File: src/hw/prefetch_pkg.sv
package prefetch_pkg;

   // --------------------
   // Bus bundles.
   // --------------------

   localparam int DATA_W = 32;  // Bus data width.

   // Master to slave, pipelined Wishbone B4 read.
   typedef struct packed {
      logic        cyc;  // Cycle in progress.
      logic        stb;  // Request valid.
      logic [15:0] adr;  // Word address.
   } wb_m2s_t;

   // Slave to master.
   typedef struct packed {
      logic              ack;    // Read data valid.
      logic              stall;  // Request not taken this cycle.
      logic              err;    // Request failed.
      logic [DATA_W-1:0] dat;    // Read data.
   } wb_s2m_t;

   // --------------------
   // Configuration words.
   // --------------------

   // Control view of a write word.
   typedef struct packed {
      logic [22:0] rsvd;   // Ignored on write.
      logic [7:0]  len;    // Block length in words.
      logic        start;  // Launch a block.
   } cfg_ctrl_t;

   // Base address view of a write word.
   typedef struct packed {
      logic [15:0] rsvd;  // Ignored on write.
      logic [15:0] addr;  // First word address.
   } cfg_base_t;

   // One write word, decoded by register index.
   typedef union packed {
      cfg_base_t base;
      cfg_ctrl_t ctrl;
   } cfg_word_u;

   // Status read word.
   typedef struct packed {
      logic [21:0] rsvd;
      logic [7:0]  done_cnt;  // Completed blocks, wraps.
      logic        err;       // Last block aborted.
      logic        busy;      // Fetch in progress.
   } status_t;

   // Register indices.
   localparam logic [1:0] REG_BASE   = 2'd0;
   localparam logic [1:0] REG_CTRL   = 2'd1;
   localparam logic [1:0] REG_STATUS = 2'd2;

endpackage

File: src/hw/fetch_cfg_regs.sv
module fetch_cfg_regs import prefetch_pkg::*; (
   input  logic        clk_i,
   input  logic        rst_i,
   input  logic        cfg_wr_i,     // Register write strobe.
   input  logic [1:0]  cfg_addr_i,   // Register index.
   input  cfg_word_u   cfg_wdata_i,  // Write word.
   input  logic        busy_i,       // Fetch engine busy.
   input  logic        done_i,       // Block finished.
   input  logic        err_i,        // Block aborted.
   output logic [31:0] cfg_rdata_o,  // Read word for cfg_addr_i.
   output logic        start_o,      // Launch pulse.
   output logic [15:0] base_o,
   output logic [7:0]  len_o
);

   logic [15:0] base_q;      // Base address register.
   logic [7:0]  len_q;       // Length of the last accepted block.
   logic        err_q;       // Sticky abort flag.
   logic [7:0]  done_cnt_q;  // Completed blocks.
   logic        ctrl_wr;
   status_t     status;

   // --------------------
   // Start decode.
   // --------------------

   assign ctrl_wr = cfg_wr_i && (cfg_addr_i == REG_CTRL);

   // Accepted only while idle, and a zero length is not a block.
   assign start_o = ctrl_wr && cfg_wdata_i.ctrl.start &&
                    (cfg_wdata_i.ctrl.len != 8'd0) && !busy_i;

   assign base_o = base_q;
   // The length travels with the start pulse itself.
   assign len_o  = start_o ? cfg_wdata_i.ctrl.len : len_q;

   // --------------------
   // Registers.
   // --------------------

   always_ff @(posedge clk_i) begin
      if (rst_i) begin
         base_q     <= '0;
         len_q      <= '0;
         err_q      <= 1'b0;
         done_cnt_q <= '0;
      end else begin
         if (cfg_wr_i && (cfg_addr_i == REG_BASE)) begin
            base_q <= cfg_wdata_i.base.addr;  // Low half only.
         end
         if (start_o) begin
            len_q <= cfg_wdata_i.ctrl.len;
            err_q <= 1'b0;  // A new block clears the old abort.
         end else if (err_i) begin
            err_q <= 1'b1;
         end
         if (done_i) begin
            done_cnt_q <= done_cnt_q + 8'd1;  // Wraps at 256.
         end
      end
   end

   // Read mux.
   assign status = '{rsvd: '0, done_cnt: done_cnt_q, err: err_q, busy: busy_i};

   always_comb begin
      case (cfg_addr_i)
         REG_BASE:   cfg_rdata_o = {16'd0, base_q};
         REG_CTRL:   cfg_rdata_o = {23'd0, len_q, 1'b0};  // Start reads as zero.
         REG_STATUS: cfg_rdata_o = status;
         default:    cfg_rdata_o = '0;
      endcase
   end

   // Start only from idle, and the fetch engine picks it up next cycle.
   a_start_idle : assert property (@(posedge clk_i) disable iff (rst_i)
      start_o |-> !busy_i ##1 busy_i);

endmodule

File: src/hw/wb_block_fetch.sv
module wb_block_fetch import prefetch_pkg::*; (
   input  logic              clk_i,
   input  logic              rst_i,
   input  logic              start_i,        // Launch pulse.
   input  logic [15:0]       base_i,         // First address.
   input  logic [7:0]        len_i,          // Words in the block.
   input  wb_s2m_t           wb_i,
   input  logic              fill_credit_i,  // One buffer slot freed.
   output wb_m2s_t           wb_o,
   output logic              busy_o,
   output logic              done_o,         // Block complete.
   output logic              err_o,          // Block aborted.
   output logic [DATA_W-1:0] wdata_o,        // Word to the buffer.
   output logic              wvalid_o
);

   logic        cyc_q;
   logic        stb_q;
   logic [15:0] adr_q;
   logic [7:0]  req_q;  // Requests still to issue.
   logic [7:0]  out_q;  // Acks still owed.
   logic [7:0]  crd_q;  // Buffer slots held, up to BUF_DEPTH.
   logic        cyc_d;
   logic        stb_d;
   logic [7:0]  req_d;
   logic [7:0]  out_d;
   logic [7:0]  crd_d;
   logic        xfer;   // Request taken by the slave.
   logic        ack;
   logic        err;
   logic        last;   // Final owed ack of the block.

   // --------------------
   // Bus events.
   // --------------------

   assign xfer = cyc_q && stb_q && !wb_i.stall;
   assign ack  = cyc_q && wb_i.ack;  // Responses after an abort are dropped.
   assign err  = cyc_q && wb_i.err;
   assign last = ack && (out_q == 8'd1) && (req_q == 8'd0);

   // --------------------
   // Next state.
   // --------------------

   always_comb begin
      cyc_d = cyc_q;
      req_d = req_q;
      out_d = out_q;
      crd_d = crd_q + {7'd0, fill_credit_i};
      if (start_i) begin
         cyc_d = 1'b1;  // Register block only starts from idle.
         req_d = len_i;
      end else if (err) begin
         // Abort. Slots of the lost requests go back to the pool.
         cyc_d = 1'b0;
         req_d = 8'd0;
         out_d = 8'd0;
         crd_d = crd_d + out_q;
      end else begin
         if (xfer) begin
            req_d = req_q - 8'd1;
            crd_d = crd_d - 8'd1;  // One slot per request.
         end
         case ({xfer, ack})
            2'b10:   out_d = out_q + 8'd1;
            2'b01:   out_d = out_q - 8'd1;
            default: out_d = out_q;
         endcase
         if (last) begin
            cyc_d = 1'b0;  // Everything answered.
         end
      end
      // Strobe only with work left and a slot in hand.
      stb_d = cyc_d && (req_d != 8'd0) && (crd_d != 8'd0);
   end

   // --------------------
   // State registers.
   // --------------------

   always_ff @(posedge clk_i) begin
      if (rst_i) begin
         cyc_q  <= 1'b0;
         stb_q  <= 1'b0;
         req_q  <= '0;
         out_q  <= '0;
         crd_q  <= '0;  // Buffer hands out its slots after reset.
         done_o <= 1'b0;
         err_o  <= 1'b0;
      end else begin
         cyc_q  <= cyc_d;
         stb_q  <= stb_d;
         req_q  <= req_d;
         out_q  <= out_d;
         crd_q  <= crd_d;
         done_o <= last;  // One cycle after the final ack.
         err_o  <= err;
      end
   end

   // Address counter.
   always_ff @(posedge clk_i) begin
      if (start_i) begin
         adr_q <= base_i;
      end else if (xfer) begin
         adr_q <= adr_q + 16'd1;  // No wrap handling inside a block.
      end
   end

   assign wb_o     = '{cyc: cyc_q, stb: stb_q, adr: adr_q};
   assign busy_o   = cyc_q;
   assign wdata_o  = wb_i.dat;
   assign wvalid_o = ack;  // Forwarded the same cycle.

   // The slave answers only requests it actually took.
   a_ack_owed : assert property (@(posedge clk_i) disable iff (rst_i)
      ack |-> (out_q != 8'd0));

endmodule

File: src/hw/block_buffer.sv
module block_buffer import prefetch_pkg::*; #(
   parameter int BUF_DEPTH   = 16,  // Words, power of two.
   parameter int OUT_CREDITS = 4    // Initial consumer credits.
) (
   input  logic              clk_i,
   input  logic              rst_i,
   input  logic [DATA_W-1:0] wdata_i,        // Word from the fetch engine.
   input  logic              wvalid_i,
   input  logic              out_credit_i,   // Consumer returns one credit.
   output logic              fill_credit_o,  // One slot to the fetch engine.
   output logic [DATA_W-1:0] out_data_o,
   output logic              out_valid_o
);

   localparam int         AW   = $clog2(BUF_DEPTH);
   localparam int         CW   = $clog2(OUT_CREDITS + 1);
   localparam logic [AW:0] FULL = (AW + 1)'(BUF_DEPTH);

   logic [DATA_W-1:0] mem_q [BUF_DEPTH];  // Word storage.
   logic [AW-1:0]     wr_ptr_q;
   logic [AW-1:0]     rd_ptr_q;
   logic [AW:0]       cnt_q;    // Words held.
   logic [AW:0]       fpend_q;  // Fill credits not yet handed out.
   logic [CW-1:0]     ocrd_q;   // Consumer credits held.
   logic              push;
   logic              pop;

   assign push = wvalid_i;
   assign pop  = (cnt_q != '0) && (ocrd_q != '0);  // Word and credit both present.

   assign out_valid_o   = pop;
   assign out_data_o    = mem_q[rd_ptr_q];
   assign fill_credit_o = (fpend_q != '0);  // At most one per cycle.

   // --------------------
   // Storage.
   // --------------------

   always_ff @(posedge clk_i) begin
      if (push) begin
         mem_q[wr_ptr_q] <= wdata_i;
      end
   end

   // --------------------
   // Pointers and counts.
   // --------------------

   always_ff @(posedge clk_i) begin
      if (rst_i) begin
         wr_ptr_q <= '0;
         rd_ptr_q <= '0;
         cnt_q    <= '0;
         fpend_q  <= FULL;                    // Whole buffer is free.
         ocrd_q   <= CW'(OUT_CREDITS);
      end else begin
         if (push) begin
            wr_ptr_q <= wr_ptr_q + 1'b1;      // Wraps at the depth.
         end
         if (pop) begin
            rd_ptr_q <= rd_ptr_q + 1'b1;
         end
         case ({push, pop})
            2'b10:   cnt_q <= cnt_q + 1'b1;
            2'b01:   cnt_q <= cnt_q - 1'b1;
            default: cnt_q <= cnt_q;
         endcase
         // A slot sent out becomes a fill credit.
         case ({pop, fill_credit_o})
            2'b10:   fpend_q <= fpend_q + 1'b1;
            2'b01:   fpend_q <= fpend_q - 1'b1;
            default: fpend_q <= fpend_q;
         endcase
         case ({out_credit_i, pop})
            2'b10:   ocrd_q <= ocrd_q + 1'b1;
            2'b01:   ocrd_q <= ocrd_q - 1'b1;
            default: ocrd_q <= ocrd_q;
         endcase
      end
   end

   // The fetch engine never writes past its fill credits.
   a_no_overflow : assert property (@(posedge clk_i) disable iff (rst_i)
      push |-> (cnt_q != FULL));

   // The consumer never returns more than it was sent.
   a_ocrd_bound : assert property (@(posedge clk_i) disable iff (rst_i)
      ocrd_q <= CW'(OUT_CREDITS));

endmodule

File: src/hw/prefetch_top.sv
module prefetch_top import prefetch_pkg::*; #(
   parameter int BUF_DEPTH   = 16,  // Power of two, at most 128.
   parameter int OUT_CREDITS = 4
) (
   input  logic              clk_i,
   input  logic              rst_i,
   input  logic              cfg_wr_i,
   input  logic [1:0]        cfg_addr_i,
   input  cfg_word_u         cfg_wdata_i,
   output logic [31:0]       cfg_rdata_o,
   input  wb_s2m_t           wb_i,
   output wb_m2s_t           wb_o,
   input  logic              out_credit_i,
   output logic [DATA_W-1:0] out_data_o,
   output logic              out_valid_o
);

   // --------------------
   // Internal links.
   // --------------------

   logic              start;        // Launch, register block to fetch engine.
   logic [15:0]       base;
   logic [7:0]        len;
   logic              busy;
   logic              done_pulse;
   logic              err_pulse;
   logic [DATA_W-1:0] wdata;        // Fetched word to the buffer.
   logic              wvalid;
   logic              fill_credit;  // Freed slot back to the fetch engine.

   fetch_cfg_regs u_cfg (
      .clk_i       (clk_i),
      .rst_i       (rst_i),
      .cfg_wr_i    (cfg_wr_i),
      .cfg_addr_i  (cfg_addr_i),
      .cfg_wdata_i (cfg_wdata_i),
      .busy_i      (busy),
      .done_i      (done_pulse),
      .err_i       (err_pulse),
      .cfg_rdata_o (cfg_rdata_o),
      .start_o     (start),
      .base_o      (base),
      .len_o       (len)
   );

   wb_block_fetch u_fetch (
      .clk_i         (clk_i),
      .rst_i         (rst_i),
      .start_i       (start),
      .base_i        (base),
      .len_i         (len),
      .wb_i          (wb_i),
      .fill_credit_i (fill_credit),
      .wb_o          (wb_o),
      .busy_o        (busy),
      .done_o        (done_pulse),
      .err_o         (err_pulse),
      .wdata_o       (wdata),
      .wvalid_o      (wvalid)
   );

   block_buffer #(
      .BUF_DEPTH   (BUF_DEPTH),
      .OUT_CREDITS (OUT_CREDITS)
   ) u_buf (
      .clk_i         (clk_i),
      .rst_i         (rst_i),
      .wdata_i       (wdata),
      .wvalid_i      (wvalid),
      .out_credit_i  (out_credit_i),
      .fill_credit_o (fill_credit),
      .out_data_o    (out_data_o),
      .out_valid_o   (out_valid_o)
   );

endmodule

File: config.mk
export PLATFORM = sky130hd
export DESIGN_NAME = prefetch_top
export DESIGN_NICKNAME = d
export VERILOG_FILES = /design/src/hw/prefetch_pkg.sv /design/src/hw/fetch_cfg_regs.sv /design/src/hw/wb_block_fetch.sv /design/src/hw/block_buffer.sv /design/src/hw/prefetch_top.sv
export SDC_FILE = /design/constraint.sdc
export NUM_CORES = 1
export LEC_CHECK = 0
export ABC_AREA = 1
export BUFFER_PORTS_ARGS = -buffer_cell sky130_fd_sc_hd__buf_2
export CAP_MARGIN = 15
export CORE_ASPECT_RATIO = 1.2
export CORE_MARGIN = 3
export CORE_UTILIZATION = 30
export DETAILED_ROUTE_END_ITERATION = 10
export PLACE_DENSITY_LB_ADDON = 0.25
export RECOVER_POWER = 25
export SLEW_MARGIN = 20
export SYNTH_ARGS = -nofsm -noshare
export SYNTH_HDL_FRONTEND = slang
export SYNTH_SLANG_ARGS = --single-unit
export TNS_END_PERCENT = 100
File: constraint.sdc
create_clock -name clk_i -period 2.85 [get_ports clk_i]
set_input_delay 0.1425 -clock clk_i [delete_from_list [all_inputs] [get_ports clk_i]]
set_output_delay 0.1425 -clock clk_i [all_outputs]
set_load 0.02 [all_outputs]
== Yosys cells after proc, flatten, opt, wreduce, memory -nomap -nowiden ==
Memory sizes are Yosys's and may differ from the RTL's. A register that Yosys moved wholly into a read port is not among the register bits.
Cells that the tools add are included.

* Logic and storage cells: 98
* Memories kept: 1
* Output and inout port bits: 83
* Register bits after elaboration: 98
* Bits in writable memories: 512
* Input bits: 73

* Bitwise gates (word level): 1
* Mux-type cells: 21
* Reduce and logical (&&, ||, !) cells: 31
* Eq/ne operators: 11
* Add/subtract/negate cells: 16

{| class="wikitable"
|+ Memory list
! name !! words !! bits a word !! read ports !! clocked after Yosys merged registers in !! write ports !! line !! RTL
|-
| u_buf.mem_q || 16 || 32 || 1 || 1 || 1 || block_buffer.sv:19 || <nowiki>logic [DATA_W-1:0] mem_q [BUF_DEPTH];</nowiki>
|}

{| class="wikitable"
|+ Operators with widths
! operator !! number
|-
| $mux W8 || 7
|-
| $pmux W16 S3 || 1
|-
| $mux W16 || 2
|-
| $reduce_bool A8 Y1 || 3
|-
| $sub A8 B1 Y8 const B || 3
|-
| $pmux W5 S2 || 2
|-
| $add A16 B1 Y16 const B || 1
|-
| $add A8 B1 Y8 const B || 2
|-
| $pmux W8 S2 || 1
|-
| $logic_and A1 B1 Y1 || 14
|-
| $add A5 B1 Y5 const B || 2
|-
| $eq A2 B1 Y1 const B || 5
|-
| $eq A2 B2 Y1 const B || 5
|-
| $reduce_bool A5 Y1 || 2
|-
| $sub A5 B1 Y5 const B || 2
|-
| $add A4 B1 Y4 const B || 2
|-
| $add A8 B1 Y8 || 1
|-
| $add A8 B8 Y8 || 1
|-
| $eq A8 B1 Y1 const B || 1
|-
| $logic_not A8 Y1 || 1
|-
| $mux W4 || 2
|-
| $reduce_bool A2 Y1 || 4
|-
| $pmux W3 S2 || 1
|-
| $reduce_bool A3 Y1 || 2
|-
| 8 further kinds || 13
|}

== Depth between registers and ports, before layout ==
* Depth in word-level cells: 9
* Depth in mapped cells: 21
* Gate-level depth less buffers: 21

== Cells and area by module ==
A second synthesis with hierarchy kept.

* Cell total of the unflattened synthesis: 2333
* Area total of the unflattened synthesis: 27337.5 um^2

{| class="wikitable"
|+ Modules (own cells, without submodules)
! module !! area an instance (um^2) !! cells each !! instances
|-
| block_buffer || 22008.6 || 1540 || 1
|-
| wb_block_fetch || 3627.2 || 546 || 1
|-
| fetch_cfg_regs || 1701.6 || 247 || 1
|}

== Least setup slack after synthesis ==
OpenSTA, ideal clock, no wires.

* Path kind: reg-to-reg
* Start point: register u_fetch.cyc_q, in the netlist u_fetch.busy_o
* End point: memory u_buf.mem_q[0][0], enable pin
* Data required time: 2.429 ns
* Slack: 0.256 ns
* Cell stages (with the launch flop): 5
* Data arrival time: 2.173 ns
* Cell sequence: dfxtp_1 nand2_1 inv_1 nand2_1 nor2_1

* Word-level cells in the longest chain between the ends: 3

{| class="wikitable"
|+ Ends and longest elaborated chain
! item !! line !! RTL
|-
| from (decl) || wb_block_fetch.sv:17 || <nowiki>logic cyc_q;</nowiki>
|-
| from (signal assigned) || wb_block_fetch.sv:92 || <nowiki>cyc_q <= cyc_d;</nowiki>
|-
| $logic_and A1 B1 Y1 || wb_block_fetch.sv:38 || <nowiki>assign ack = cyc_q && wb_i.ack;</nowiki>
|-
| named net u_buf.wvalid_i || block_buffer.sv:8 || <nowiki>input logic wvalid_i,</nowiki>
|-
| $mux W1 || block_buffer.sv:40 || <nowiki>if (push) begin</nowiki>
|-
| $mux W1 (not written as such) || block_buffer.sv:41 || <nowiki>mem_q[wr_ptr_q] <= wdata_i;</nowiki>
|-
| to (decl) || block_buffer.sv:19 ||
|}

The timed path passes the listed nets, and every way through them passes these cells.

== Worst setup path in the final report ==
* Start point: register u_buf.fpend_q[3]
* End point: register u_fetch.stb_q

* Word-level cells in the longest chain between the ends: 8

{| class="wikitable"
|+ Ends and longest elaborated chain
! item !! line !! RTL
|-
| from (decl) || block_buffer.sv:23 || <nowiki>logic [AW:0] fpend_q;</nowiki>
|-
| from (signal assigned) || block_buffer.sv:70 || <nowiki>2'b10: fpend_q <= fpend_q + 1'b1;</nowiki>
|-
| from (signal assigned) || block_buffer.sv:71 || <nowiki>2'b01: fpend_q <= fpend_q - 1'b1;</nowiki>
|-
| from (signal assigned) || block_buffer.sv:72 || <nowiki>default: fpend_q <= fpend_q;</nowiki>
|-
| $reduce_bool A5 Y1 (*) || block_buffer.sv:33 || <nowiki>assign fill_credit_o = (fpend_q != '0);</nowiki>
|-
| $add A8 B1 Y8 (*) || wb_block_fetch.sv:50 || <nowiki>crd_d = crd_q + {7'd0, fill_credit_i};</nowiki>
|-
| $sub A8 B1 Y8 || wb_block_fetch.sv:63 || <nowiki>crd_d = crd_d - 8'd1;</nowiki>
|-
| $mux W8 || wb_block_fetch.sv:61 || <nowiki>if (xfer) begin</nowiki>
|-
| $mux W8 || wb_block_fetch.sv:54 || <nowiki>end else if (err) begin</nowiki>
|-
| $mux W8 (*) || wb_block_fetch.sv:51 || <nowiki>if (start_i) begin</nowiki>
|-
| $reduce_bool A8 Y1 (*) || wb_block_fetch.sv:75 || <nowiki>stb_d = cyc_d && (req_d != 8'd0) && (crd_d != 8'd0);</nowiki>
|-
| $logic_and A1 B1 Y1 (*) || wb_block_fetch.sv:75 ||
|-
| to (signal assigned) || wb_block_fetch.sv:93 || <nowiki>stb_q <= stb_d;</nowiki>
|-
| to (decl) || wb_block_fetch.sv:18 || <nowiki>logic stb_q;</nowiki>
|}

Mark *: on every way between the ends. The rest lies on a longest branch, timed or not.
A chain may end at the register's enable or synchronous reset.

==> results.json <==
{
  "finalWirelength_um": 67700,
  "syn_inst": 2214,
  "antenna_found_initial": 2,
  "clkLatencyLatePin_ps": 590,
  "cp-end-kind": "flip-flop",
  "power_density_mw_per_mm2": 807,
  "drive_gt1_share_pct": 12.0,
  "clkSlewWorstSetupHoldPaths_ps": 60,
  "report.final.slew_viol_count": 0,
  "final_area_mm2": 0.0313,
  "holdWs_ps": 81.7,
  "die_height_um": 330,
  "synth_area_leaders": "edfxtp_1, dfxtp_1, mux2i_1",
  "clock.fmax_mhz": 365,
  "peakVddDrop_uv": 444,
  "routabilityCongestion": 0.811,
  "yosysMostFrequentCell": "edfxtp_1",
  "hpwl_um": 38300,
  "initial_core_util_pct": 30.3,
  "first_pass_iters": 5,
  "netlist_area_mm2": 0.0263,
  "rsz0062_at_grt": "yes",
  "cts_buffers": 67,
  "p_seq_share_pct": 40.1,
  "clock_power_share_pct": 34.2,
  "synth-seq-area-share_pct": 66.8,
  "synth_flop_cell": "edfxtp_1",
  "syn_avg_cell_area_um2": 11.9,
  "area_growth_pct": 18.9,
  "ys_ff_latch": 614,
  "cts_post_setup_buffers_inserted": 0,
  "synth_area_leader_cell": "edfxtp_1",
  "status": "finished clean",
  "synth_edf_count": 528,
  "grt_start_max_net_pins": 103,
  "die_w_um": 276,
  "fin_crit_ps": 2740,
  "grt_pass1_wl_um": 102000,
  "synth_top_cells_by_count": "edfxtp_1, inv_1, o21ai_0, nand2_1, a21oi_1",
  "avgViaCountPerCell": 4.81,
  "drtIter0Drc": 1094,
  "yosysTopAreaCellShare_pct": 60.3,
  "drc": 0,
  "cts_tree": "done",
  "design.core.area_mm2": 0.0867,
  "hold_viol_final": 0,
  "tightest_slew_ps": 958,
  "p_leak_nw": 11.3,
  "nNetsFinal": 2501,
  "critical_path_required_ps": 3330,
  "async_reset_ff_share_pct": 0,
  "synth_warnings": 0,
  "pin_count": 156,
  "grt_overflow": 0,
  "clock_path_buffers": 3,
  "hold_path_class": "in -> reg",
  "io_buffer_count": 123,
  "placed_cell_area_mm2": 0.0286,
  "p_sw_mw": 7.90,
  "setup_viol": 0,
  "regArea_mm2": 0.0176,
  "ant_nets": 0,
  "root_buffer": "clkbuf_16",
  "htree_levels": 3,
  "cp_max_fo": 4,
  "arrival_ps": 3230,
  "start_kind": "flip-flop",
  "path_class": "reg -> reg",
  "fp-row-count": 118,
  "die-area_mm2": 0.0913,
  "grt_pass1_vias": 17000,
  "finalCritPeriodShare_pct": 96.2,
  "share_comb_of_total_power_pct": 25.7,
  "wl_per_cell_um": 18.9,
  "synth.distinct_cells": 42,
  "multiInputGateArea_mm2": 0.00734,
  "vias": 17200,
  "cts.sinks": 614,
  "grt_usage_pct": 14.5,
  "power.internal_mw": 17.3,
  "swShare_pct": 31.3,
  "fin_worst_skew_ps": 14.0,
  "fill_cells": 8344,
  "maxSlewHeadroom_pct": 36.0,
  "max_cap_violations": 0
}
[final timing paths]
path,start,cells past startpoint,endpoint,slack [ps]
min,cfg_wr_i,5,u_cfg.len_q[2],80
max,u_buf.fpend_q[3],19,u_fetch.stb_q,110
min reg2reg,u_fetch.err_o,2,u_cfg.err_q,460
max reg2reg,u_buf.fpend_q[3],19,u_fetch.stb_q,110
[critical path: stages (launching register included)]
cell and delay [ps]:
dfxtp_1 350, nor3_2 220, nand3_2 160, ha_4 220, nand2_2 80, nor2_1 70
nand2_1 60, nand2_1 50, nand2_1 70, inv_1 60, ha_1 290, nand2_1 70
or2_2 300, nand3_1 100, xor2_1 150, nand2_1 60, nand2_1 100, nand3_1 100
nor2_1 100, nor2_1 40
[routing by layer]
layer | up-vias | wire, µm | global-route usage [%]
li1 | 8249 | - | -
met1 | 8502 | 29400 | 18.4
met2 | 375 | 33700 | 25.6
met3 | 108 | 2810 | 2.28
met4 | 0 | 1770 | 4.62
met5 | - | 0 | 0
[kinds of logic after synthesis]
family / share of synthesized area [%]
buffers and inverters: 6.15
XOR/XNOR: 0.633
multiplexers: 4.87
other: 0.0143
flip-flops: 66.8
AND/OR/NAND/NOR: 7.32
AO/OA/AOI/OAI: 12.4
adder cells (fa/ha/maj): 1.78
[sequential cells by signal (all words and copies together) (netlist names), 5 cells and up, named ones only]
signal and cells:
u_cfg.len_q 8, u_cfg.base_o 16, u_cfg.done_cnt_q 8, u_fetch.adr_q 16
u_buf.mem_q 512, u_fetch.req_q 8, u_fetch.crd_q 8, u_buf.cnt_q 5
u_buf.fpend_q 5, u_fetch.out_q 8
[stage by stage]
step / utilization (%) / setup slack (ps) / power (mW) / std cells / TNS (ps)
6_report: 36.1 / 108 / 25.2 / 3583 / 0
5_1_grt: 36.1 / -100 / 26.6 / 3582 / -100
4_1_cts: 36.1 / 12.6 / 25.5 / 3582 / 0
3_5_place_dp: 33.0 / 24.9 / 16.8 / 3414 / 0
3_3_place_gp: 33.0 / 80.1 / 16.6 / 3414 / 0
2_1_floorplan: - / 256 / 14.9 / 2229 / 0
[cell usage in the layout (no fill, tap or decap), types with 12 or more instances in the layout]
cell type and count:
o21ai_0 222, nor2_4 17, a21oi_1 193, nor2_1 100
dfxtp_1 82, nand2_1 212, ha_1 28, nand3_1 81
clkbuf_16 69, nand4_1 12, buf_12 23, clkbuf_1 38
conb_1 16, dlygate4sd3_1 50, mux2i_1 128, o211ai_1 132
buf_4 25, edfxtp_1 528, buf_2 101, inv_1 258
[power groups by stage]
stage	sequential, mW	clock, mW	combinational, mW
floorplan	10.2	0	4.76
global placement	10.3	0	6.27
detailed placement	10.3	0	6.45
CTS	10.1	8.89	6.52
global route	10.1	9.20	7.23
finish	10.1	8.63	6.48
[cell type report]
cell class / count / area share, %
sequential: 614 / 56.3
multi-input combinational: 1226 / 23.5
clock buffer: 87 / 5.80
timing repair buffer: 222 / 5.59
tap: 1140 / 4.56
inverter: 262 / 3.16
clock inverter: 31 / 1.15
antenna: 1 / 0.00800
[repair_timing]
action                                  4_1_cts  5_1_grt
endpoints found under the setup margin        3        4
resized for setup                             4        8
hold buffers                                 50        0
pin swaps                                     1        4
hold endpoints to repair                    543        0
gates cloned                                  0        0
No activity file was read; power rests on OpenSTA's default activity.
